## src/hw/scv_cfg.svh

```systemverilog
////////////////////////////////////////
// Clock divider and memory size constants
// The CPU divider must stay above 6 so that all four strobes fit in one cycle
// The video enable lands twice per CPU cycle
////////////////////////////////////////

`ifndef SCV_CFG_SVH
`define SCV_CFG_SVH

// Clock dividers
`define SCV_CPU_DIV 14  // CLK cycles per CPU cycle
`define SCV_VDC_DIV 7   // CLK cycles per video clock enable

////////////////////////////////////////
// Memory address widths
////////////////////////////////////////
`define SCV_BOOT_AW 12  // 4 KiB boot ROM
`define SCV_CART_AW 15  // 32 KiB cartridge window
`define SCV_WRAM_AW 7   // 128 B work RAM

`endif
```

## src/hw/scv_map_pkg.sv

```systemverilog
////////////////////////////////////////
// CPU memory map types
// Video space 2000-3FFF is not modelled and reads as open bus
////////////////////////////////////////

package scv_map_pkg;

  // Page view: boot ROM and unmapped pages
  typedef struct packed {
    logic [3:0]  page;
    logic [11:0] offset;
  } scv_page_addr_t;

  // High-RAM view: FF80-FFFF when hi is all ones
  typedef struct packed {
    logic [8:0] hi;
    logic [6:0] off;
  } scv_hram_addr_t;

  // One CPU address, two ways to decode it
  typedef union packed {
    scv_page_addr_t pg;
    scv_hram_addr_t hr;
  } scv_addr_u;

  typedef enum logic [1:0] {REG_BOOT, REG_CART, REG_WRAM, REG_OPEN} scv_region_e;

  localparam logic [7:0] SCV_OPEN_BUS = 8'hFF;  // Undriven data bus pulls high

endpackage

```

## src/hw/cpu_bus_if.sv

```systemverilog
////////////////////////////////////////
// CPU side bus, one master
// Strobes are active low, commit is one CLK wide
////////////////////////////////////////

`timescale 1ns/1ps

interface cpu_bus_if;
  import scv_map_pkg::*;

  scv_addr_u   addr;
  logic        rdb;     // Read strobe
  logic        wrb;     // Write strobe
  logic [7:0]  wdata;
  logic        commit;  // Last cycle of the strobe window
  logic [7:0]  rdata;

  modport master (
    output addr, rdb, wrb, wdata, commit,
    input  rdata
  );

  modport decoder (
    input  addr, rdb, wrb,
    output rdata
  );

  modport mem (input addr, wrb, wdata, commit);

endinterface

```

## src/hw/scv_bus_ctrl.sv

```systemverilog
////////////////////////////////////////
// Host req/ack to CPU bus cycles
// Host must hold addr, we and wdata from req high until ack high
// Holding req high after ack stalls the bus
////////////////////////////////////////

`timescale 1ns/1ps

module scv_bus_ctrl (
  input  logic        CLK,
  input  logic        rst_n_i,
  input  logic        p1p_i,
  input  logic        p2p_i,
  input  logic        p2n_i,
  input  logic        req_i,
  input  logic        we_i,
  input  logic [15:0] addr_i,
  input  logic [7:0]  wdata_i,
  output logic        ack_o,
  output logic [7:0]  rdata_o,
  cpu_bus_if.master   bus
);

  typedef enum logic [1:0] {ST_IDLE, ST_ADDR, ST_STROBE, ST_ACK} state_e;

  state_e state_q;
  logic   we_q;
  logic   accept;
  logic   done;

  assign accept = (state_q == ST_IDLE) & req_i & p1p_i;
  assign done   = (state_q == ST_STROBE) & p2n_i;

  ////////////////////////////////////////
  // Control FSM
  ////////////////////////////////////////
  always_ff @(posedge CLK or negedge rst_n_i) begin
    if (!rst_n_i) begin
      state_q <= ST_IDLE;
      bus.rdb <= 1'b1;
      bus.wrb <= 1'b1;
    end else begin
      case (state_q)
        ST_IDLE:   if (accept) state_q <= ST_ADDR;
        ST_ADDR: begin
          if (p2p_i) begin  // Open the strobe window
            bus.rdb <= we_q;
            bus.wrb <= ~we_q;
            state_q <= ST_STROBE;
          end
        end
        ST_STROBE: begin
          if (done) begin
            bus.rdb <= 1'b1;
            bus.wrb <= 1'b1;
            state_q <= ST_ACK;
          end
        end
        default:   if (!req_i) state_q <= ST_IDLE;  // Wait for req low
      endcase
    end
  end

  // Request payload and read capture
  always_ff @(posedge CLK) begin
    if (accept) begin
      bus.addr  <= addr_i;
      bus.wdata <= wdata_i;
      we_q      <= we_i;
    end
    if (done && !we_q) rdata_o <= bus.rdata;
  end

  assign bus.commit = done;
  assign ack_o      = (state_q == ST_ACK);

endmodule

```

## src/flat_wrapper.sv

```systemverilog
// flat-port wrapper written by rule: the top's interface ports become plain ports
module scv_bus_ctrl_flat 
  (CLK, rst_n_i, p1p_i, p2p_i, p2n_i, req_i, we_i, addr_i, wdata_i, ack_o, rdata_o, bus_addr, bus_rdb, bus_wrb, bus_wdata, bus_commit, bus_rdata);
  cpu_bus_if bus_i ();
  input  logic CLK;
  input  logic rst_n_i;
  input  logic p1p_i;
  input  logic p2p_i;
  input  logic p2n_i;
  input  logic req_i;
  input  logic we_i;
  input  logic [15:0] addr_i;
  input  logic [7:0] wdata_i;
  output logic ack_o;
  output logic [7:0] rdata_o;
  output wire logic [$bits(bus_i.addr)-1:0] bus_addr;
  output wire logic [$bits(bus_i.rdb)-1:0] bus_rdb;
  output wire logic [$bits(bus_i.wrb)-1:0] bus_wrb;
  output wire logic [$bits(bus_i.wdata)-1:0] bus_wdata;
  output wire logic [$bits(bus_i.commit)-1:0] bus_commit;
  input wire logic [$bits(bus_i.rdata)-1:0] bus_rdata;
  assign bus_addr = bus_i.addr;
  assign bus_rdb = bus_i.rdb;
  assign bus_wrb = bus_i.wrb;
  assign bus_wdata = bus_i.wdata;
  assign bus_commit = bus_i.commit;
  assign bus_i.rdata = bus_rdata;
  scv_bus_ctrl u_core (.CLK(CLK), .rst_n_i(rst_n_i), .p1p_i(p1p_i), .p2p_i(p2p_i), .p2n_i(p2n_i), .req_i(req_i), .we_i(we_i), .addr_i(addr_i), .wdata_i(wdata_i), .ack_o(ack_o), .rdata_o(rdata_o), .bus(bus_i));
endmodule
```

## config.mk

```make
export PLATFORM = sky130hd
export DESIGN_NAME = scv_bus_ctrl_flat
export DESIGN_NICKNAME = d
export VERILOG_FILES = /design/src/hw/scv_cfg.svh /design/src/hw/scv_map_pkg.sv /design/src/hw/cpu_bus_if.sv /design/src/hw/scv_bus_ctrl.sv /design/src/flat_wrapper.sv
export SDC_FILE = /design/constraint.sdc
export NUM_CORES = 1
export LEC_CHECK = 0
export BUFFER_PORTS_ARGS = -buffer_cell sky130_fd_sc_hd__buf_2
export CORE_MARGIN = 10
export CORE_UTILIZATION = 25
export CTS_CLUSTER_SIZE = 28
export DETAILED_ROUTE_END_ITERATION = 8
export HOLD_SLACK_MARGIN = 0.12
export PLACE_DENSITY = 0.58
export SLEW_MARGIN = 20
export SYNTH_ARGS = -nofsm -noshare
export SYNTH_HDL_FRONTEND = slang
export SYNTH_SLANG_ARGS = --single-unit
```

## constraint.sdc

```tcl
create_clock -name CLK -period 5.6 [get_ports CLK]
set_input_delay 1.4 -clock CLK [delete_from_list [all_inputs] [get_ports CLK]]
set_output_delay 1.4 -clock CLK [all_outputs]
set_load 0.005 [all_outputs]
```

==> flow_metrics.py <==
metrics = {
    "outcome": {
        "status": "completed",
    },
    "yosys": {
        "synth.most_common_cell": "edfxtp_1",
        "yosysTopAreaCell": "edfxtp_1",
        "ys_seq_area_frac": 0.834,
        "async_flop_share": 0.108,
        "netlist_instances": 61,
        "yosys_warnings": 0,
        "syn-num-nets": 104,
        "synth_top_cells_by_count": "edfxtp_1, ha_1",
        "ys_dominant_reg_cell": "edfxtp_1",
        "avgSynthCellArea_um2": 21.5,
        "ys_ff_latch": 37,
        "yosys.area.top_type_share": 0.756,
        "yosysUniqueCellTypes": 19,
        "syn_area_um2": 1310,
        "synth_edf_count": 33,
        "synthTopCellsByArea": "edfxtp_1, dfstp_2, dfrtp_1",
    },
    "critical_path": {
        "critPathSlowestCell": "and2_1",
        "critPathMostFrequentCell": "buf_2",
        "ff2ff_setup_slack_ps": 3700,
        "cp_cell_sequence": "buf_2, and2_1, buf_2",
        "cpLargestDelayFamily": "buffers and inverters",
        "worstPathRequired_ps": 4200,
        "cp_max_fo": 2,
        "reg2reg_to": "u_core.rdata_o[2]",
        "path_buf_inv": 2,
        "reg2reg_depth": 4,
        "regToRegStartpoint": "u_core.state_q[0]",
        "worstSetupPathType": "in2out",
        "critPathMaxStageDelay_ps": 150,
        "start_kind": "input pin",
        "end_kind": "output pin",
        "cp_data_arrival_time_ps": 1790,
    },
    "cts": {
        "cts_hold_buffers": 0,
        "cts_tree": "done",
        "cts-resized-gates": 0,
        "cts_root_buf": "clkbuf_8",
        "cts_setup_buffers": 0,
        "htreeDepth": 2,
        "cts_buffers": 5,
        "clk-insertion-delay-late_ps": 280,
        "clk_pin_slew_ps": 70,
        "cts_buffer_depth": 2,
        "cts_sinks": 37,
    },
    "drt": {
        "detail-route-antenna-nets": 0,
        "routedWlPerCell_um": 15.6,
        "drt-initial-drc-count": 34,
        "drc_errors": 0,
        "via_count": 843,
        "first_pass_iters": 3,
        "vias_per_cell": 3.96,
        "wirelength_mm": 3.31,
    },
    "sta": {
        "slew_violations": 0,
        "finalCriticalPeriod_ps": 3190,
        "worst_clock_skew_ps": 2.88,
        "period_share": 0.570,
        "tightest_slew_ps": 649,
        "hold_viol_final": 0,
        "setup_tns_ps": 0,
        "rsz0062_at_grt": "false",
        "max_freq_mhz": 314,
        "timing.slew.headroom": 0.566,
        "finalSetupViolCount": 0,
    },
    "placed_design": {
        "dp_cells": 205,
        "dpl.hpwl_mm": 2.72,
        "gp_congestion": 0.641,
        "io_buffers": 74,
    },
    "final_layout": {
        "postLayoutCoreUtil": 0.363,
        "areaGrowthSynthToFinish_pct": 41.3,
        "diodes": 0,
        "finalNonFillerCells": 213,
        "drive_above_1_share": 0.622,
        "nNetsFinal": 185,
        "register_area_um2": 1090,
        "multi_input_area_um2": 211,
        "nFillCells": 509,
    },
    "worst_hold_path": {
        "hp-start": "u_core.state_q[0]",
        "worstHoldEndpoint": "u_core.state_q[0]",
        "hold_depth": 1,
        "hold_path.class": "reg2reg",
    },
    "floorplan": {
        "fp.coreArea_um2": 5110,
        "fp.dieArea_um2": 8540,
        "start_util": 0.257,
        "die_w_um": 92.4,
        "rows": 26,
        "die_h_um": 92.4,
        "io_pins": 75,
    },
    "pwr": {
        "peakVddDrop_uv": 125,
        "p_leak_nw": 0.774,
        "pwr_density_cell_nw_per_um2": 390,
    },
    "global_route": {
        "grt_pass1_wl_mm": 4.96,
        "grtUsageTotal": 0.0751,
        "grt_remaining_overflow": 0,
        "antenna_found_initial": 0,
        "grt_pass1_vias": 960,
        "grt_max_degree": 26,
    },
    "job": {
        "maxCapViolCount": 0,
    },
}
per-layer routing:
| metal | part of all wire | GRT usage | vias up | wire [um] |
|---|---|---|---|---|
| met2 | 0.49 | 0.129 | 50 | 1620 |
| met1 | 0.39 | 0.0706 | 394 | 1300 |
| met4 | 0.013 | 0.0347 | 0 | 44 |
| met3 | 0.11 | 0.0436 | 5 | 353 |
| li1 | - | - | 394 | - |
| met5 | 0 | 0 | - | 0 |
state kept, by name, indices dropped and copies added, names as in the netlist:
signal and cells:
u_core.bus.wrb 1, u_core.rdata_o 8, u_core.state_q 2, u_core.bus.addr 16, u_core.bus.wdata 8, u_core.bus.rdb 1
u_core.we_q 1
worst max-delay path by stage:
| stage | cells past startpoint | slack [ps] | to | startpoint |
|---|---|---|---|---|
| 2_1_floorplan | 1 | 2670 | bus_commit | p2n_i |
| 3_3_place_gp | 3 | 2420 | bus_commit | p2n_i |
| 3_5_place_dp | 3 | 2410 | bus_commit | p2n_i |
| 4_1_cts | 3 | 2410 | bus_commit | p2n_i |
| 5_1_grt | 3 | 2400 | bus_commit | p2n_i |
| 6_report | 3 | 2410 | bus_commit | p2n_i |
through the flow:
step	cell area (um^2)	setup slack [ps]	hold WS (ps)	power [mW]
3_3_place_gp	1770	2420	542	0.546
2_1_floorplan	1310	2670	519	0.486
3_5_place_dp	1770	2410	568	0.561
5_1_grt	1850	2400	604	0.769
4_1_cts	1850	2410	585	0.737
6_report	1850	2410	575	0.722
cells by family (layout without fill, tap and decap cells):
logic type                 after synthesis  in the layout  synth area share
AOI/OAI and AO/OA                        6              6            0.0525
buffers and inverters                    2             84           0.00573
DFF                                     37             37             0.834
and+or+nand+nor                         11             11            0.0582
adders and majority gates                4              4            0.0382
muxes                                    1              1            0.0114
power breakdown:
group          internal [mW]  switching [mW]
sequential             0.347          0.0177
clock                 0.0861          0.0861
combinational         0.0931          0.0914
total                  0.527           0.195
final cells by class:
class | instances | area share
clock buffer | 6 | 0.0392
tap | 70 | 0.0473
sequential | 37 | 0.590
timing repair buffer | 74 | 0.200
inverter | 2 | 0.00405
multi-input combinational | 22 | 0.114
clock inverter | 2 | 0.00540
placed cells by master (no fill, tap or decap), drive strengths merged, types with 2 or more instances in the layout:
cell | synthesis | routed
ha | 4 | 4
nor2 | 2 | 2
nor2b | 3 | 3
edfxtp | 33 | 33
nand2 | 2 | 2
buf | 0 | 74
o22a | 3 | 3
clkinv | 0 | 2
dfrtp | 2 | 2
inv | 2 | 2
clkbuf | 0 | 6
dfstp | 2 | 2
worst register-to-register path: cells and delay by family, from the launching register on:
family,cells,cell delay (ps)
flops,1,420
fa+ha+maj,1,280
simple gates,2,750
buf+inv,1,100
No activity file was read; power rests on OpenSTA's default activity.
