File: src/hw/scv_cfg.svh
////////////////////////////////////////
// Clock divider and memory size constants
// The CPU divider must stay above 6 so that all four strobes fit in one cycle
// The video enable lands twice per CPU cycle
////////////////////////////////////////

`ifndef SCV_CFG_SVH
`define SCV_CFG_SVH

// Clock dividers
`define SCV_CPU_DIV 14  // CLK cycles per CPU cycle
`define SCV_VDC_DIV 7   // CLK cycles per video clock enable

////////////////////////////////////////
// Memory address widths
////////////////////////////////////////
`define SCV_BOOT_AW 12  // 4 KiB boot ROM
`define SCV_CART_AW 15  // 32 KiB cartridge window
`define SCV_WRAM_AW 7   // 128 B work RAM

`endif
File: src/hw/scv_map_pkg.sv
////////////////////////////////////////
// CPU memory map types
// Video space 2000-3FFF is not modelled and reads as open bus
////////////////////////////////////////

package scv_map_pkg;

  // Page view: boot ROM and unmapped pages
  typedef struct packed {
    logic [3:0]  page;
    logic [11:0] offset;
  } scv_page_addr_t;

  // High-RAM view: FF80-FFFF when hi is all ones
  typedef struct packed {
    logic [8:0] hi;
    logic [6:0] off;
  } scv_hram_addr_t;

  // One CPU address, two ways to decode it
  typedef union packed {
    scv_page_addr_t pg;
    scv_hram_addr_t hr;
  } scv_addr_u;

  typedef enum logic [1:0] {REG_BOOT, REG_CART, REG_WRAM, REG_OPEN} scv_region_e;

  localparam logic [7:0] SCV_OPEN_BUS = 8'hFF;  // Undriven data bus pulls high

endpackage

File: src/hw/cpu_bus_if.sv
////////////////////////////////////////
// CPU side bus, one master
// Strobes are active low, commit is one CLK wide
////////////////////////////////////////

`timescale 1ns/1ps

interface cpu_bus_if;
  import scv_map_pkg::*;

  scv_addr_u   addr;
  logic        rdb;     // Read strobe
  logic        wrb;     // Write strobe
  logic [7:0]  wdata;
  logic        commit;  // Last cycle of the strobe window
  logic [7:0]  rdata;

  modport master (
    output addr, rdb, wrb, wdata, commit,
    input  rdata
  );

  modport decoder (
    input  addr, rdb, wrb,
    output rdata
  );

  modport mem (input addr, wrb, wdata, commit);

endinterface

File: src/hw/scv_decode.sv
////////////////////////////////////////
// Address decode and read data mux
// Selects are only active inside a strobe window
// Unmapped and video space reads return open bus
////////////////////////////////////////

`timescale 1ns/1ps

module scv_decode (
  cpu_bus_if.decoder bus,
  output logic       boot_ncs_o,
  output logic       cart_ncs_o,
  output logic       wram_ncs_o,
  input  logic [7:0] boot_db_i,
  input  logic [7:0] cart_db_i,
  input  logic [7:0] wram_db_i
);

  import scv_map_pkg::*;

  scv_region_e region;
  logic        active;

  // WRAM is checked before the cartridge, it sits at the top of that range
  always_comb begin
    region = REG_OPEN;
    if (bus.addr.pg.page == 4'h0)  region = REG_BOOT;
    else if (&bus.addr.hr.hi)      region = REG_WRAM;
    else if (bus.addr.pg.page[3])  region = REG_CART;
  end

  assign active = ~bus.rdb | ~bus.wrb;

  assign boot_ncs_o = ~(active & (region == REG_BOOT));
  assign cart_ncs_o = ~(active & (region == REG_CART));
  assign wram_ncs_o = ~(active & (region == REG_WRAM));

  always_comb begin
    bus.rdata = SCV_OPEN_BUS;
    if (!bus.rdb) begin
      case (region)
        REG_BOOT: bus.rdata = boot_db_i;
        REG_CART: bus.rdata = cart_db_i;
        REG_WRAM: bus.rdata = wram_db_i;
        default:  bus.rdata = SCV_OPEN_BUS;
      endcase
    end
  end

endmodule

File: src/flat_wrapper.sv
// flat-port wrapper written by rule: the top's interface ports become plain ports
module scv_decode_flat import scv_map_pkg::*;
  (boot_ncs_o, cart_ncs_o, wram_ncs_o, boot_db_i, cart_db_i, wram_db_i, bus_addr, bus_rdb, bus_wrb, bus_rdata);
  cpu_bus_if bus_i ();
  output logic boot_ncs_o;
  output logic cart_ncs_o;
  output logic wram_ncs_o;
  input  logic [7:0] boot_db_i;
  input  logic [7:0] cart_db_i;
  input  logic [7:0] wram_db_i;
  input wire logic [$bits(bus_i.addr)-1:0] bus_addr;
  input wire logic [$bits(bus_i.rdb)-1:0] bus_rdb;
  input wire logic [$bits(bus_i.wrb)-1:0] bus_wrb;
  output wire logic [$bits(bus_i.rdata)-1:0] bus_rdata;
  assign bus_i.addr = bus_addr;
  assign bus_i.rdb = bus_rdb;
  assign bus_i.wrb = bus_wrb;
  assign bus_rdata = bus_i.rdata;
  scv_decode u_core (.bus(bus_i), .boot_ncs_o(boot_ncs_o), .cart_ncs_o(cart_ncs_o), .wram_ncs_o(wram_ncs_o), .boot_db_i(boot_db_i), .cart_db_i(cart_db_i), .wram_db_i(wram_db_i));
endmodule
File: config.mk
export PLATFORM = sky130hd
export DESIGN_NAME = scv_decode_flat
export DESIGN_NICKNAME = d
export VERILOG_FILES = /design/src/hw/scv_cfg.svh /design/src/hw/scv_map_pkg.sv /design/src/hw/cpu_bus_if.sv /design/src/hw/scv_decode.sv /design/src/flat_wrapper.sv
export SDC_FILE = /design/constraint.sdc
export NUM_CORES = 1
export LEC_CHECK = 0
export ABC_CLOCK_PERIOD_IN_PS = 1220
export BUFFER_PORTS_ARGS = -buffer_cell sky130_fd_sc_hd__buf_4
export CAP_MARGIN = 40
export CORE_AREA = 2 2 39 41
export DETAILED_ROUTE_END_ITERATION = 10
export DIE_AREA = 0 0 41 43
export PLACE_DENSITY = 0.78
export SLEW_MARGIN = 20
export SYNTH_ARGS = -nofsm -noshare
export SYNTH_HDL_FRONTEND = slang
export SYNTH_SLANG_ARGS = --single-unit
File: constraint.sdc
create_clock -name vclk -period 1.22
set_input_delay 0.122 -clock vclk [all_inputs]
set_output_delay 0.122 -clock vclk [all_outputs]
set_load 0.1 [all_outputs]
==> flow_summary.yaml, run 1 <==
sta:
  setup_viol_count_final: 9
  rsz0062_at_grt: "yes"
  slew_violations: 0
  finalHoldViolations: 0
  fin_ws_ns: -0.131
  fmax_ghz: 0.740
  slew_headroom: 0.816
  layout_min_cycle_time_ns: 1.35
  worst_slew_pin_slew_ns: 0.278
  fin_crit_sh: 1.11
die:
  start_util: 0.225
  dieArea_um2: 1760
  rows: 14
  core_region_area_um2: 1380
  die_x_um: 41
  ios: 53
  fp.dieH_um: 43
global_route:
  grt_max_degree: 11
  grt_pass1_wl_mm: 2.33
  grt_pass1_vias: 596
  antenna_found_initial: 0
  grt_remaining_overflow: 0
  grt.total_usage: 0.180
final_layout:
  synthToLayoutAreaGrowth_pct: 180
  seq_area_um2: 0
  diodes: 0
  nFlopsAndLatches: 0
  clock_buffers: 0
  fin_util: 0.629
  final_nets: 142
  nFillCells: 135
  stdcell_count: 114
  multiInputGateArea_um2: 377
  drive_above_1_share: 0.735
  layout_common_cells: "buf_4 (41), o211ai_1 (16), buf_6 (13)"
  final_common_cell: "buf_4"
yosys:
  netlist_area_um2: 312
  syn-num-nets: 90
  syn_area_per_cell_um2: 6.49
  yosysWarnings: 0
  ys_types: 14
  synth_cells: 48
  yosysSeqAreaShare: 0
routing:
  vias_per_cell: 5.45
  post-route-drc-count: 0
  dr.pass1.iters: 4
  final_antenna_net_count: 0
  wl_mm: 1.55
  drt_iter0_drc: 13
  routed-via-count: 621
  wl_per_cell_um: 13.6
power_and_ir_drop:
  p_comb_frac: 1.000
  p_int_mw: 0.164
  p_clk_frac: 0
  seqPwrFrac: 0
  ir_drop_mv: 0.281
  p_per_area_nw_per_um2: 464
  p_leak_nw: 0.366
  p_total_mw: 0.404
  p_sw_frac: 0.594
  switchingPower_mw: 0.240
place:
  port_buffers: 46
  pre_cts_slack_ns: -0.307
  gp_congestion: 0.712
  dp_cells: 113
  hpwl_mm: 1.20
setup_path:
  crit_chain: "buf_6, or3_4, or3b_4, buf_12"
  start_kind: "input pin"
  critPathKind: "input pin to output pin"
  end_kind: "output pin"
  cp_slowest_cell: "or3_4"
  slowest_delay_ns: 0.42
  crit_required_ns: 1.10
  critPathMaxFanout: 5
  cp_data_arrival_time_ns: 1.23
status:
  status: "finished with violations"
  violations: "setup timing"
worst_hold_path:
  hold_class: "input pin to output pin"
  whs_path_depth: 3
  worstHoldStart: "bus_addr[15]"
  min_to: "boot_ncs_o"
flow_run:
  maxCapViolCount: 0
clock_network:
  cts_setup_buffers: 0
## routing by layer
| metal | vias up | global-route usage | share of wire |
|---|---|---|---|
| met1 | 287 | 0.209 | 0.35 |
| met2 | 34 | 0.353 | 0.55 |
| met3 | 0 | 0.00524 | 0.095 |
| li1 | 300 | - | - |
| met4 | 0 | 0 | 0 |
| met5 | - | 0 | 0 |
## cell type report
cell class | count | share of cell area
well taps | 16 | 0.0230
repair buffers | 55 | 0.545
multi-input cells | 43 | 0.432
## cell usage after synthesis (all sizes together)
cell type  number  area [um2]
o211ai         16         120
nand2           9        33.8
o31ai           8        60.1
buf             3        20.0
clkbuf          3        11.3
nand3           2        10.0
nand4           2        25.0
nand2b          1        6.26
nor2            1        3.75
or2             1        6.26
or3             1        6.26
or3b            1        8.76
## kinds of logic after synthesis
group | share of synthesized area
simple gates | 0.321
compound gates | 0.578
buf+inv | 0.100
## worst max-delay path: cells and delay by family
kind	cells	cell delay [ns]
and+or+nand+nor	2	0.83
buffers and inverters	2	0.28
## timing repair
action                                  CTS  global route
hold buffers                              0             0
gates cloned                              1             0
endpoints found under the setup margin   10            11
pin swaps                                 7             4
gates resized for setup                  23             7
## power by group through the flow
stage	registers [mW]	clock network, mW	logic (mW)
5_1_grt	0	0	0.423
3_3_place_gp	0	0	0.356
2_1_floorplan	0	0	0.210
4_1_cts	0	0	0.394
6_report	0	0	0.404
3_5_place_dp	0	0	0.360
## how the worst max path moves through the flow
stage	start	to	slack (ns)	cells after the start
detailed placement	bus_addr[12]	bus_rdata[0]	-0.31	5
CTS	bus_addr[14]	boot_ncs_o	-0.14	4
global route	bus_addr[13]	bus_rdata[4]	-0.15	5
global placement	bus_addr[12]	boot_ncs_o	-0.29	4
floorplan	bus_addr[12]	bus_rdata[0]	-1.02	4
finish	bus_addr[13]	boot_ncs_o	-0.13	4
## through the flow
stage	cell area [um2]	TNS (ns)	hold slack (ns)
floorplan	347	-8.66	0.611
global placement	746	-2.56	0.734
detailed placement	746	-2.83	0.728
CTS	843	-0.806	0.663
global route	871	-1.12	0.702
finish	871	-0.758	0.679
Note: power is estimated with default switching activity, not from simulation.
==> run 2, diff against run 1 <==
- SKIP_LAST_GASP: unset -> 1
==> flow_summary.yaml, run 2 (same netlist as run 1, synthesis figures left out) <==
status:
  status: "finished with violations"
  violations: "setup timing"
final_layout:
  final_nets: 142
  seq_area_um2: 0
  layout_common_cells: "buf_4 (43), o211ai_1 (16), buf_6 (11)"
  synthToLayoutAreaGrowth_pct: 177
  nFlopsAndLatches: 0
  final_common_cell: "buf_4"
  diodes: 0
  final_area_um2: 863
  fin_util: 0.624
  clock_buffers: 0
  nFillCells: 133
  drive_above_1_share: 0.735
sta:
  slew_violations: 0
  finalHoldViolations: 0
  layout_min_cycle_time_ns: 1.35
  worst_slew_pin_slew_ns: 0.278
  fmax_ghz: 0.740
  slew_headroom: 0.816
  setup_tns_ns: -0.810
  setup_viol_count_final: 9
  worst_hold_slack_ns: 0.676
  rsz0062_at_grt: "yes"
  fin_ws_ns: -0.131
  fin_crit_sh: 1.11
setup_path:
  critPathKind: "input pin to output pin"
  start_kind: "input pin"
  cp_data_arrival_time_ns: 1.23
  crit_required_ns: 1.10
  end_kind: "output pin"
  critPathMaxFanout: 5
power_and_ir_drop:
  p_leak_nw: 0.364
  ir_drop_mv: 0.248
  p_per_area_nw_per_um2: 465
  p_total_mw: 0.402
die:
  dieArea_um2: 1760
  core_region_area_um2: 1380
  die_x_um: 41
  start_util: 0.225
  ios: 53
  fp.dieH_um: 43
  rows: 14
place:
  placed_area_um2: 746
  hpwl_mm: 1.20
  gp_congestion: 0.712
  port_buffers: 46
routing:
  dr.pass1.iters: 4
  wl_per_cell_um: 13.8
  routed-via-count: 621
  wl_mm: 1.58
  post-route-drc-count: 0
  vias_per_cell: 5.45
  drt_iter0_drc: 21
  final_antenna_net_count: 0
global_route:
  grt_pass1_wl_mm: 2.30
  grt_pass1_vias: 602
  grt_remaining_overflow: 0
  grt.total_usage: 0.180
  antenna_found_initial: 0
  grt_max_degree: 11
worst_hold_path:
  hold_class: "input pin to output pin"
flow_run:
  maxCapViolCount: 0
clock_network:
  cts_hold_buf: 0
[run 2: cell counts in the layout (fill, tap and decap cells not counted)]
No cell type changed its count.
[run 2: final cells by class]
type                            instances  area [um2]  area share
Tap cell                               16        20.0      0.0232
Multi-Input combinational cell         43         377       0.436
Timing Repair Buffer                   55         467       0.541
[run 2: path summary, 6_finish.rpt]
path                startpoint          to  slack, ns  cells past startpoint
setup / recovery  bus_addr[13]  boot_ncs_o      -0.13                      4
hold / removal    bus_addr[15]  boot_ncs_o       0.68                      3
[run 2: repair_timing]
| action | CTS | global route |
|---|---|---|
| setup buffers | 0 | 0 |
| pin swaps | 7 | 4 |
| gates resized for setup | 22 | 6 |
| gates cloned | 1 | 0 |
| endpoints found under the setup margin | 10 | 11 |
[run 2: routing by layer]
metal | GRT usage | wire length [um] | vias to the layer above
li1 | - | - | 296
met1 | 0.203 | 545 | 286
met4 | 0.0200 | 19 | 0
met3 | 0.00524 | 156 | 2
met5 | 0 | 0 | -
met2 | 0.350 | 854 | 37
[run 2: critical path, stage by stage]
cell	delay, ns
buf_6	0.10
or3_4	0.43
or3b_4	0.40
buf_12	0.18
[run 2: stage by stage]
| stage | worst slack (ns) | instances |
|---|---|---|
| floorplan | -1.02 | 48 |
| global placement | -0.287 | 113 |
| detailed placement | -0.307 | 113 |
| CTS | -0.137 | 114 |
| global route | -0.150 | 114 |
| finish | -0.131 | 114 |
[run 2: power by group]
group | switching [mW] | internal [mW] | total, mW
combinational | 0.240 | 0.162 | 0.402
clock | 0 | 0 | 0
sequential | 0 | 0 | 0
