$ cat src/hw/scv_cfg.svh
////////////////////////////////////////
// Clock divider and memory size constants
// The CPU divider must stay above 6 so that all four strobes fit in one cycle
// The video enable lands twice per CPU cycle
////////////////////////////////////////

`ifndef SCV_CFG_SVH
`define SCV_CFG_SVH

// Clock dividers
`define SCV_CPU_DIV 14  // CLK cycles per CPU cycle
`define SCV_VDC_DIV 7   // CLK cycles per video clock enable

////////////////////////////////////////
// Memory address widths
////////////////////////////////////////
`define SCV_BOOT_AW 12  // 4 KiB boot ROM
`define SCV_CART_AW 15  // 32 KiB cartridge window
`define SCV_WRAM_AW 7   // 128 B work RAM

`endif
$ cat src/hw/scv_clkgen.sv
////////////////////////////////////////
// Two-phase CPU strobes and video enable
// Outputs are one CLK wide pulses, not clocks
////////////////////////////////////////

`timescale 1ns/1ps

`include "scv_cfg.svh"

module scv_clkgen (
  input  logic CLK,
  input  logic rst_n_i,
  output logic p1p_o,
  output logic p1n_o,
  output logic p2p_o,
  output logic p2n_o,
  output logic vdc_ce_o
);

  localparam int CW = $clog2(`SCV_CPU_DIV);
  localparam logic [CW-1:0] LAST    = CW'(`SCV_CPU_DIV - 1);
  localparam logic [CW-1:0] VDC_1ST = CW'(2);
  localparam logic [CW-1:0] VDC_2ND = CW'(2 + `SCV_VDC_DIV);

  logic [CW-1:0] cnt;

  always_ff @(posedge CLK or negedge rst_n_i) begin
    if (!rst_n_i) cnt <= '0;
    else          cnt <= (cnt == LAST) ? '0 : cnt + 1'b1;
  end

  // Phase edges within one CPU cycle
  assign p2n_o = (cnt == CW'(0));
  assign p1p_o = (cnt == CW'(2));
  assign p1n_o = (cnt == CW'(4));
  assign p2p_o = (cnt == CW'(6));

  assign vdc_ce_o = (cnt == VDC_1ST) | (cnt == VDC_2ND);  // Evenly spaced

endmodule

$ cat config.mk
export PLATFORM = sky130hd
export DESIGN_NAME = scv_clkgen
export DESIGN_NICKNAME = d
export VERILOG_FILES = /design/src/hw/scv_clkgen.sv
export VERILOG_INCLUDE_DIRS = /design/src /design/src/hw
export SDC_FILE = /design/constraint.sdc
export NUM_CORES = 1
export LEC_CHECK = 0
export ABC_AREA = 1
export BUFFER_PORTS_ARGS = -buffer_cell sky130_fd_sc_hd__buf_2
export CORE_AREA = 5 5 42 44
export DETAILED_ROUTE_END_ITERATION = 10
export DIE_AREA = 0 0 47 49
export PLACE_DENSITY = 0.3
export SLEW_MARGIN = 20
export SYNTH_ARGS = -nofsm -noshare
export SYNTH_HDL_FRONTEND = slang
export SYNTH_SLANG_ARGS = --single-unit
$ cat constraint.sdc
create_clock -name CLK -period 1.06 [get_ports CLK]
set_input_delay 0.212 -clock CLK [delete_from_list [all_inputs] [get_ports CLK]]
set_output_delay 0.212 -clock CLK [all_outputs]
set_load 0.02 [all_outputs]
==> summary by stage, run 1 <==
Status
The flow ran to the end, but the final reports show violations. The final reports fail on negative setup slack.

Drt
The total vias in the final route is 270. Once detail routing completed, the nets flagged for antenna violations numbered 0. The routed wire length is 578 um. The sum of routed wire segments on met1 is 239 um. The highest routing layer actually used is met4. The DRC violations left is 0.

Dividing the detail-routed via count by the number of cells gives 3.97. The first TritonRoute pass finished after 4 iterations. The DRC violation total after the first TritonRoute iteration is 2. The amount of wire on met3 after detailed routing is 4 um. The sum of met2 wire segment lengths after detailed routing is 317 um.

The detailed-route wire length per cell is 8.50 um.

Clock tree
Counting every sink on the clock net gives 4. TritonCTS created 3 clock buffers. After clock tree synthesis, the clock-pin slew on the worst setup and hold paths is 0.04 ns.

The TritonCTS clock tree is done. The number of buffers on the longest clock path is 2. Clock tree synthesis selected as its root buffer the cell clkbuf_4.

The clock latency on the worst-skew pair is 0.23 ns. The deepest level of the CTS H-tree is 1.

Timing
Adding up every negative setup slack in the final design gives -1.07 ns. The final hold violation count is 0. The count of final max-slew check failures was 0. On the final layout, the worst hold slack is 0.317 ns. The final setup skew is 0.00325 ns. At the pin with the least slew margin, the transition time is 0.181 ns. The clock period minus final worst setup slack is 1.30 ns.

The minimum setup slack in the final design is -0.240 ns. Timing would allow up to 0.769 GHz. Measured against its own limit, the worst slew margin works out to 87.9%. Setup violations remaining at the end of the flow were counted as 5. Setup repair after global routing could not meet its margin everywhere. The portion of the clock cycle consumed by the worst path in the final layout is 123%.

Synth
The async set or reset register ratio after synthesis is 100%. After synthesis, the mean cell area works out to 6.61 sq um. After synthesis the cells add up to 211 sq um. Sequential cells were found to cover 47.3% of the synthesized design area. The synthesized net count is 34.

After synthesis, the netlist uses 9 different library cells. The cell count after synthesis came out at 32. The warning count from the yosys run is 0. Summed over its instances, the top area cell type makes up 47.3% of the synthesized netlist area. Yosys mapped a number of flops with a built-in enable equal to 0.

Counting flops and latches in the post-synthesis netlist gives 4. By area the synthesized netlist is led by dfrtp_1, nand2_1, nor2_1. The most used flip-flop cell after synthesis is dfrtp_1. After synthesis, the most frequently instantiated cells are nand2_1, nor2_1, dfrtp_1, inv_1. The synthesized design spends more area on one cell type than any other, namely dfrtp_1. The most numerous cell in the Yosys netlist is nand2_1.

Placement
The placed standard-cell area is 319 sq um. The setup slack at placement is -0.0137 ns. Port buffering added 6 buffers. Routability-driven placement finished with a final weighted congestion of 0.737. Detailed placement finished with a half-perimeter wire length of 435 um.

Cells and area
The area added between synthesis and finish is 95.3%. The largest registers in the layout are cnt x4. The post-route cell area is 413 sq um.

Counting the fill cells in the layout gives 177. The number of antenna diodes is 0. The ratio of cells with drive above 1 in the final layout is 59.6%. The register with the most flip-flops in the layout has 4 of them.

The register with the highest flop count is cnt. The final layout contains 56 nets.

Critical path
The arrival time at the worst endpoint is 1.09 ns. The critical path is of the flop to output port type. At the worst endpoint, the required time is 0.85 ns. The type of element capturing the critical path is an output port. Of all nets on the critical path, the largest fanout is 3. STA classifies the critical path startpoint as a flop.

Floorplan
The cell row count is 14. The core box area is 1400 sq um. During I/O placement, the number of pins put on the boundary was 7. The initial utilization of the core area, before any placement, comes to 15.1%. The height of the die is 49 um. Measured along the x axis, the die boundary spans 47 um. The die area is 2300 sq um.

GRT
For this run the aggregate overflow at the end of global routing stands at 0. Global routing consumed, over all layers together, 7.06% of the routing resources. The number of antenna violations at the first check in global routing was 0. The via count of the first global-routing pass is 282. The first global-routing pass estimated 1070 um of wire.

Entering global routing, the biggest net connects 6 pins.

Power and ir drop
Overall power consumption after layout is estimated at 346 uW. For this design the ratio of total power to cell area is 837 nW/um^2. Summed over all cells, the static leakage comes to 0.230 nW. The worst voltage drop across the vdd grid is 575 uV.

Worst hold path
The class of the tightest hold or removal check is input port to asynchronous set/reset pin.

Job
Across the run, the number of max-cap violations was 0.
==> worst paths after layout <==
path	start	to	slack [ns]	depth (start not counted)
hold / removal	rst_n_i	cnt[0]	0.32	2
setup / recovery	cnt[0]	vdc_ce_o	-0.24	5
max in group asynchronous	rst_n_i	cnt[2]	0.62	2
setup reg to reg	cnt[1]	cnt[2]	0.08	5
hold reg to reg	cnt[1]	cnt[1]	0.60	3
min in group CLK	cnt[1]	cnt[1]	0.60	3
==> logic make-up after synthesis <==
logic type	Yosys count	synth area share (%)
and+or+nand+nor	21	39.1
DFF	4	47.3
buffers and inverters	5	8.87
AOI/OAI and AO/OA	2	4.73
==> what timing repair did <==
item,CTS,global route
endpoints found under the setup margin,5,5
hold buffers,1,0
buffers inserted,3,0
hold endpoints to repair,4,0
resized for setup,12,5
pin swaps,2,1
==> metrics by stage <==
stage / instances / utilization, %
4_1_cts: 68 / 28.7
6_report: 68 / 29.5
2_1_floorplan: 32 / -
3_5_place_dp: 61 / 22.8
5_1_grt: 68 / 29.5
3_3_place_gp: 61 / 22.8
==> power by group <==
group	switching [mW]	leakage [nW]	internal, mW
sequential	0	0.0421	0.154
clock	0.0589	0.0138	0.126
combinational	0.00294	0.174	0.00375
==> final cells by class <==
type	instances	area, sq um	area share (%)
clock buffers	3	22.5	5.45
flip-flops and latches	4	101	24.5
inverters	5	18.8	4.55
well taps	16	20.0	4.85
repair buffers	17	135	32.7
multi-input cells	23	115	27.9
==> layout by cell type, fill, tap and decap left out <==
| cell | instances |
|---|---|
| dfrtp_2 | 1 |
| o21ai_1 | 1 |
| inv_1 | 1 |
| dfrtp_1 | 3 |
| nand2_2 | 3 |
| buf_4 | 13 |
| nand2_1 | 8 |
| clkbuf_4 | 3 |
| nor2_2 | 2 |
| dlygate4sd3_1 | 1 |
| nor2_4 | 1 |
| buf_6 | 2 |
| inv_2 | 4 |
| buf_2 | 1 |
| a21oi_1 | 1 |
| nor2_1 | 6 |
| nor3_2 | 1 |
==> critical path, cell delays in order, from the launching register on <==
cell and delay (ns):
dfrtp_1 0.42, inv_2 0.08, nor2_2 0.11, nand2_1 0.06, nand2_1 0.08, buf_6 0.11
==> layer usage <==
metal	vias to the layer above	track usage, %
met5	-	0
met4	0	8.29
met3	2	2.21
met2	3	10.2
met1	130	6.87
li1	135	-
Power figures use the tool's default switching activity.
==> inputs of run 2 (changes only) <==
Settings changed: CORE_AREA 5 5 42 44 to 2 2 39 41, DIE_AREA 0 0 47 49 to 0 0 41 43, SKIP_CTS_REPAIR_TIMING set to 1.
==> run 2 against run 1 <==
The flow still finishes with violations (negative setup slack); first-iteration DRC count increased to 3.0 times the previous value; highest routed layer is now met3; worst hold slack worse by 0.0023 ns; register-to-register slack about the same.
==> summary by stage, run 2 (synthesized netlist as in run 1, its figures left out) <==
Status
Status: complete, but fails checks (unchanged). Violations in the final reports: negative setup slack (unchanged).

Power and ir drop
The cell area power density was 850 nW/um^2 (was 837 nW/um^2). The combinational group share of total power is 2.0% (was 1.9%). The worst voltage drop across the vdd grid is 397 uV (was 575 uV). The leakage power is 0.231 nW (was 0.230 nW). The cell-internal power is 283 uW (was 284 uW). The net switching share of the total power is 16.3% (was 17.9%). The part of the total power dissipated in the clock network is 52.6% (was 53.6%). The switching power summed over all nets is 55.0 uW (was 61.8 uW). The relative contribution of sequential cells to total power was 45.4% (was 44.5%).

Critical path
The startpoint type of the worst setup path is a flop (unchanged). The delay of the slowest critical-path stage is 0.38 ns (was 0.42 ns). The top cell family by delay on the critical path is flip-flops (unchanged). The type of element capturing the critical path was an output port (unchanged). Worst-path cell chain: inv_2 > nor2_2 > inv_1 > nor2_1 > buf_4 (was inv_2 > nor2_2 > nand2_1 > nand2_1 > buf_6).

The highest-delay cell along the critical path is dfrtp_1 (unchanged). The data required time at the worst endpoint is 0.85 ns (about the same). The critical path buffer and inverter count came to 3 (was 2).

The arrival time at the worst endpoint is 1.07 ns (was 1.09 ns). The classification of the worst setup path is flop to output port (unchanged). The maximum net fanout on the critical path is 3 (unchanged).

Job
The max-cap violation count is 0 (unchanged).

Placement
The detailed placer's ending HPWL is 475 um (was 435 um). The number of buffers inserted by port buffering is 6 (unchanged). The setup slack at placement came to -0.00394 ns (was -0.0137 ns).

The final estimated routing congestion in global placement is 0.649 (was 0.737).

Timing
The final hold violation count is 0 (unchanged). The worst hold margin was 0.315 ns (was 0.317 ns). The total setup violations reported at the end of the flow was 5 (unchanged). The headroom to the max-slew limit is 90.5% (was 87.9%). The achievable frequency was 0.777 GHz (was 0.769 GHz). The minimum setup slack in the final design is -0.227 ns (was -0.240 ns). The count of final max-slew check failures is 0 (unchanged). The portion of the clock cycle consumed by the worst path in the final layout is 121% (was 123%). RSZ-0062 raised after global routing: true (unchanged). The clock period minus final worst setup slack was 1.29 ns (was 1.30 ns). The final setup skew is 0.000771 ns (was 0.00325 ns).

The slew of the pin with the lowest slew margin is 0.141 ns (was 0.181 ns).

Drt
The antenna violation net count after detailed routing is 0 (unchanged). The number of detailed-routing iterations run before antenna repair is 3 (was 4). The DRC violation total after the first TritonRoute iteration is 6 (was 2). The number of vias per cell after detailed routing is 3.88 (was 3.97).

The DRC violations left is 0 (unchanged). The routed wire length came to 549 um (was 578 um). The detailed-route wire length per cell is 8.07 um (was 8.50 um). The total vias in the final route is 264 (was 270).

Cells and area
The ratio of cells with drive above 1 in the final layout is 53.8% (was 59.6%). The area added between synthesis and finish was 88.2% (was 95.3%). The net total in the final layout is 56 (unchanged). Largest registers: cnt x4 (unchanged). The number of antenna diodes was 0 (unchanged). The final core area utilization is 28.8% (was 29.5%).

The most common cell after layout, fill and taps aside is buf_4 (unchanged). The number of flip-flops under the largest register name is 4 (unchanged). The register with the highest flop count is cnt (unchanged). Commonest non-fill, non-tap cells in the layout: buf_4, nand2_1, nor2_1 (was buf_4, nand2_1, nor2_1, inv_2).

Clock tree
The clock latency on the worst-skew pair came to 0.23 ns (about the same). The TritonCTS clock tree is done (unchanged). The cell at the root of the clock tree is clkbuf_4 (unchanged).

The total number of clock tree sinks is 4 (unchanged). The clock-pin slew on the worst setup and hold paths is 0.03 ns (was 0.04 ns). The deepest level of the CTS H-tree came to 1 (unchanged). The number of buffers on the longest clock path is 2 (unchanged). The CTS buffer count is 3 (unchanged).

Floorplan
The starting density of the core is 15.3% (was 15.1%). The cell row count came to 14 (unchanged). The horizontal die dimension came to 41 um (was 47 um).

The top-level port count is 7 (unchanged). The core box area came to 1380 sq um (was 1400 sq um). The height of the die is 43 um (was 49 um). The die area is 1760 sq um (was 2300 sq um).

GRT
The via count of the first global-routing pass was 251 (was 282). The global-route wire length before repair is 883 um (was 1070 um). The pin count of the biggest net entering global routing is 6 (unchanged). The number of antenna violations at the first check in global routing is 0 (unchanged).

The total global-route track usage is 7.85% (was 7.06%). The total congestion overflow was 0 (unchanged).

Worst hold path
The class of the tightest hold or removal check is input port to asynchronous set/reset pin (unchanged).
-- run 2: final timing paths --
path	from	endpoint	slack, ns	cells after the start
hold reg to reg	cnt[0]	cnt[0]	0.61	2
setup reg to reg	cnt[3]	cnt[2]	0.08	5
min in group CLK	cnt[0]	cnt[0]	0.61	2
max in group asynchronous	rst_n_i	cnt[2]	0.62	2
setup / recovery	cnt[1]	p2p_o	-0.23	5
hold / removal	rst_n_i	cnt[1]	0.31	2
-- run 2: power groups by stage --
stage	sequential [mW]	clock, mW	combinational [mW]
CTS	0.154	0.191	0.00429
global route	0.153	0.205	0.00787
floorplan	0.156	0	0.0000000948
global placement	0.155	0	0.00404
detailed placement	0.155	0	0.00429
finish	0.154	0.178	0.00678
-- run 2: final cells by class --
cell class | count | area [sq um]
fill | 160 | 986
tap | 16 | 20.0
inverter | 5 | 18.8
sequential | 4 | 103
clock buffer | 3 | 22.5
timing repair buffer | 17 | 131
multi-input combinational | 23 | 103
-- run 2: per-stage QoR --
| stage | area [sq um] | total power, mW | std cells | setup TNS, ns |
|---|---|---|---|---|
| after floorplan | 216 | 0.156 | 32 | -0.0328 |
| after global placement | 327 | 0.160 | 62 | 0 |
| after detailed placement | 327 | 0.160 | 62 | -0.00418 |
| after CTS | 349 | 0.349 | 65 | -1.22 |
| after global routing | 398 | 0.366 | 68 | -1.46 |
| final | 398 | 0.338 | 68 | -1.01 |
-- run 2: worst reg2reg max path, cell delays in order (launching register included) --
cell and delay (ns):
dfrtp_2 0.43, buf_4 0.14, buf_4 0.13, nor2_1 0.08, nor2_1 0.04, nor2_1 0.08
-- run 2: metal layers --
metal  wire (um)  vias to the layer above  share of wire (%)  track usage [%]
met2         303                        5                 55             12.5
met1         216                      125                 39             7.47
met4           0                        0                  0             8.00
met5           0                        -                  0                0
li1            -                      134                  -                -
met3          29                        0                5.3             1.57
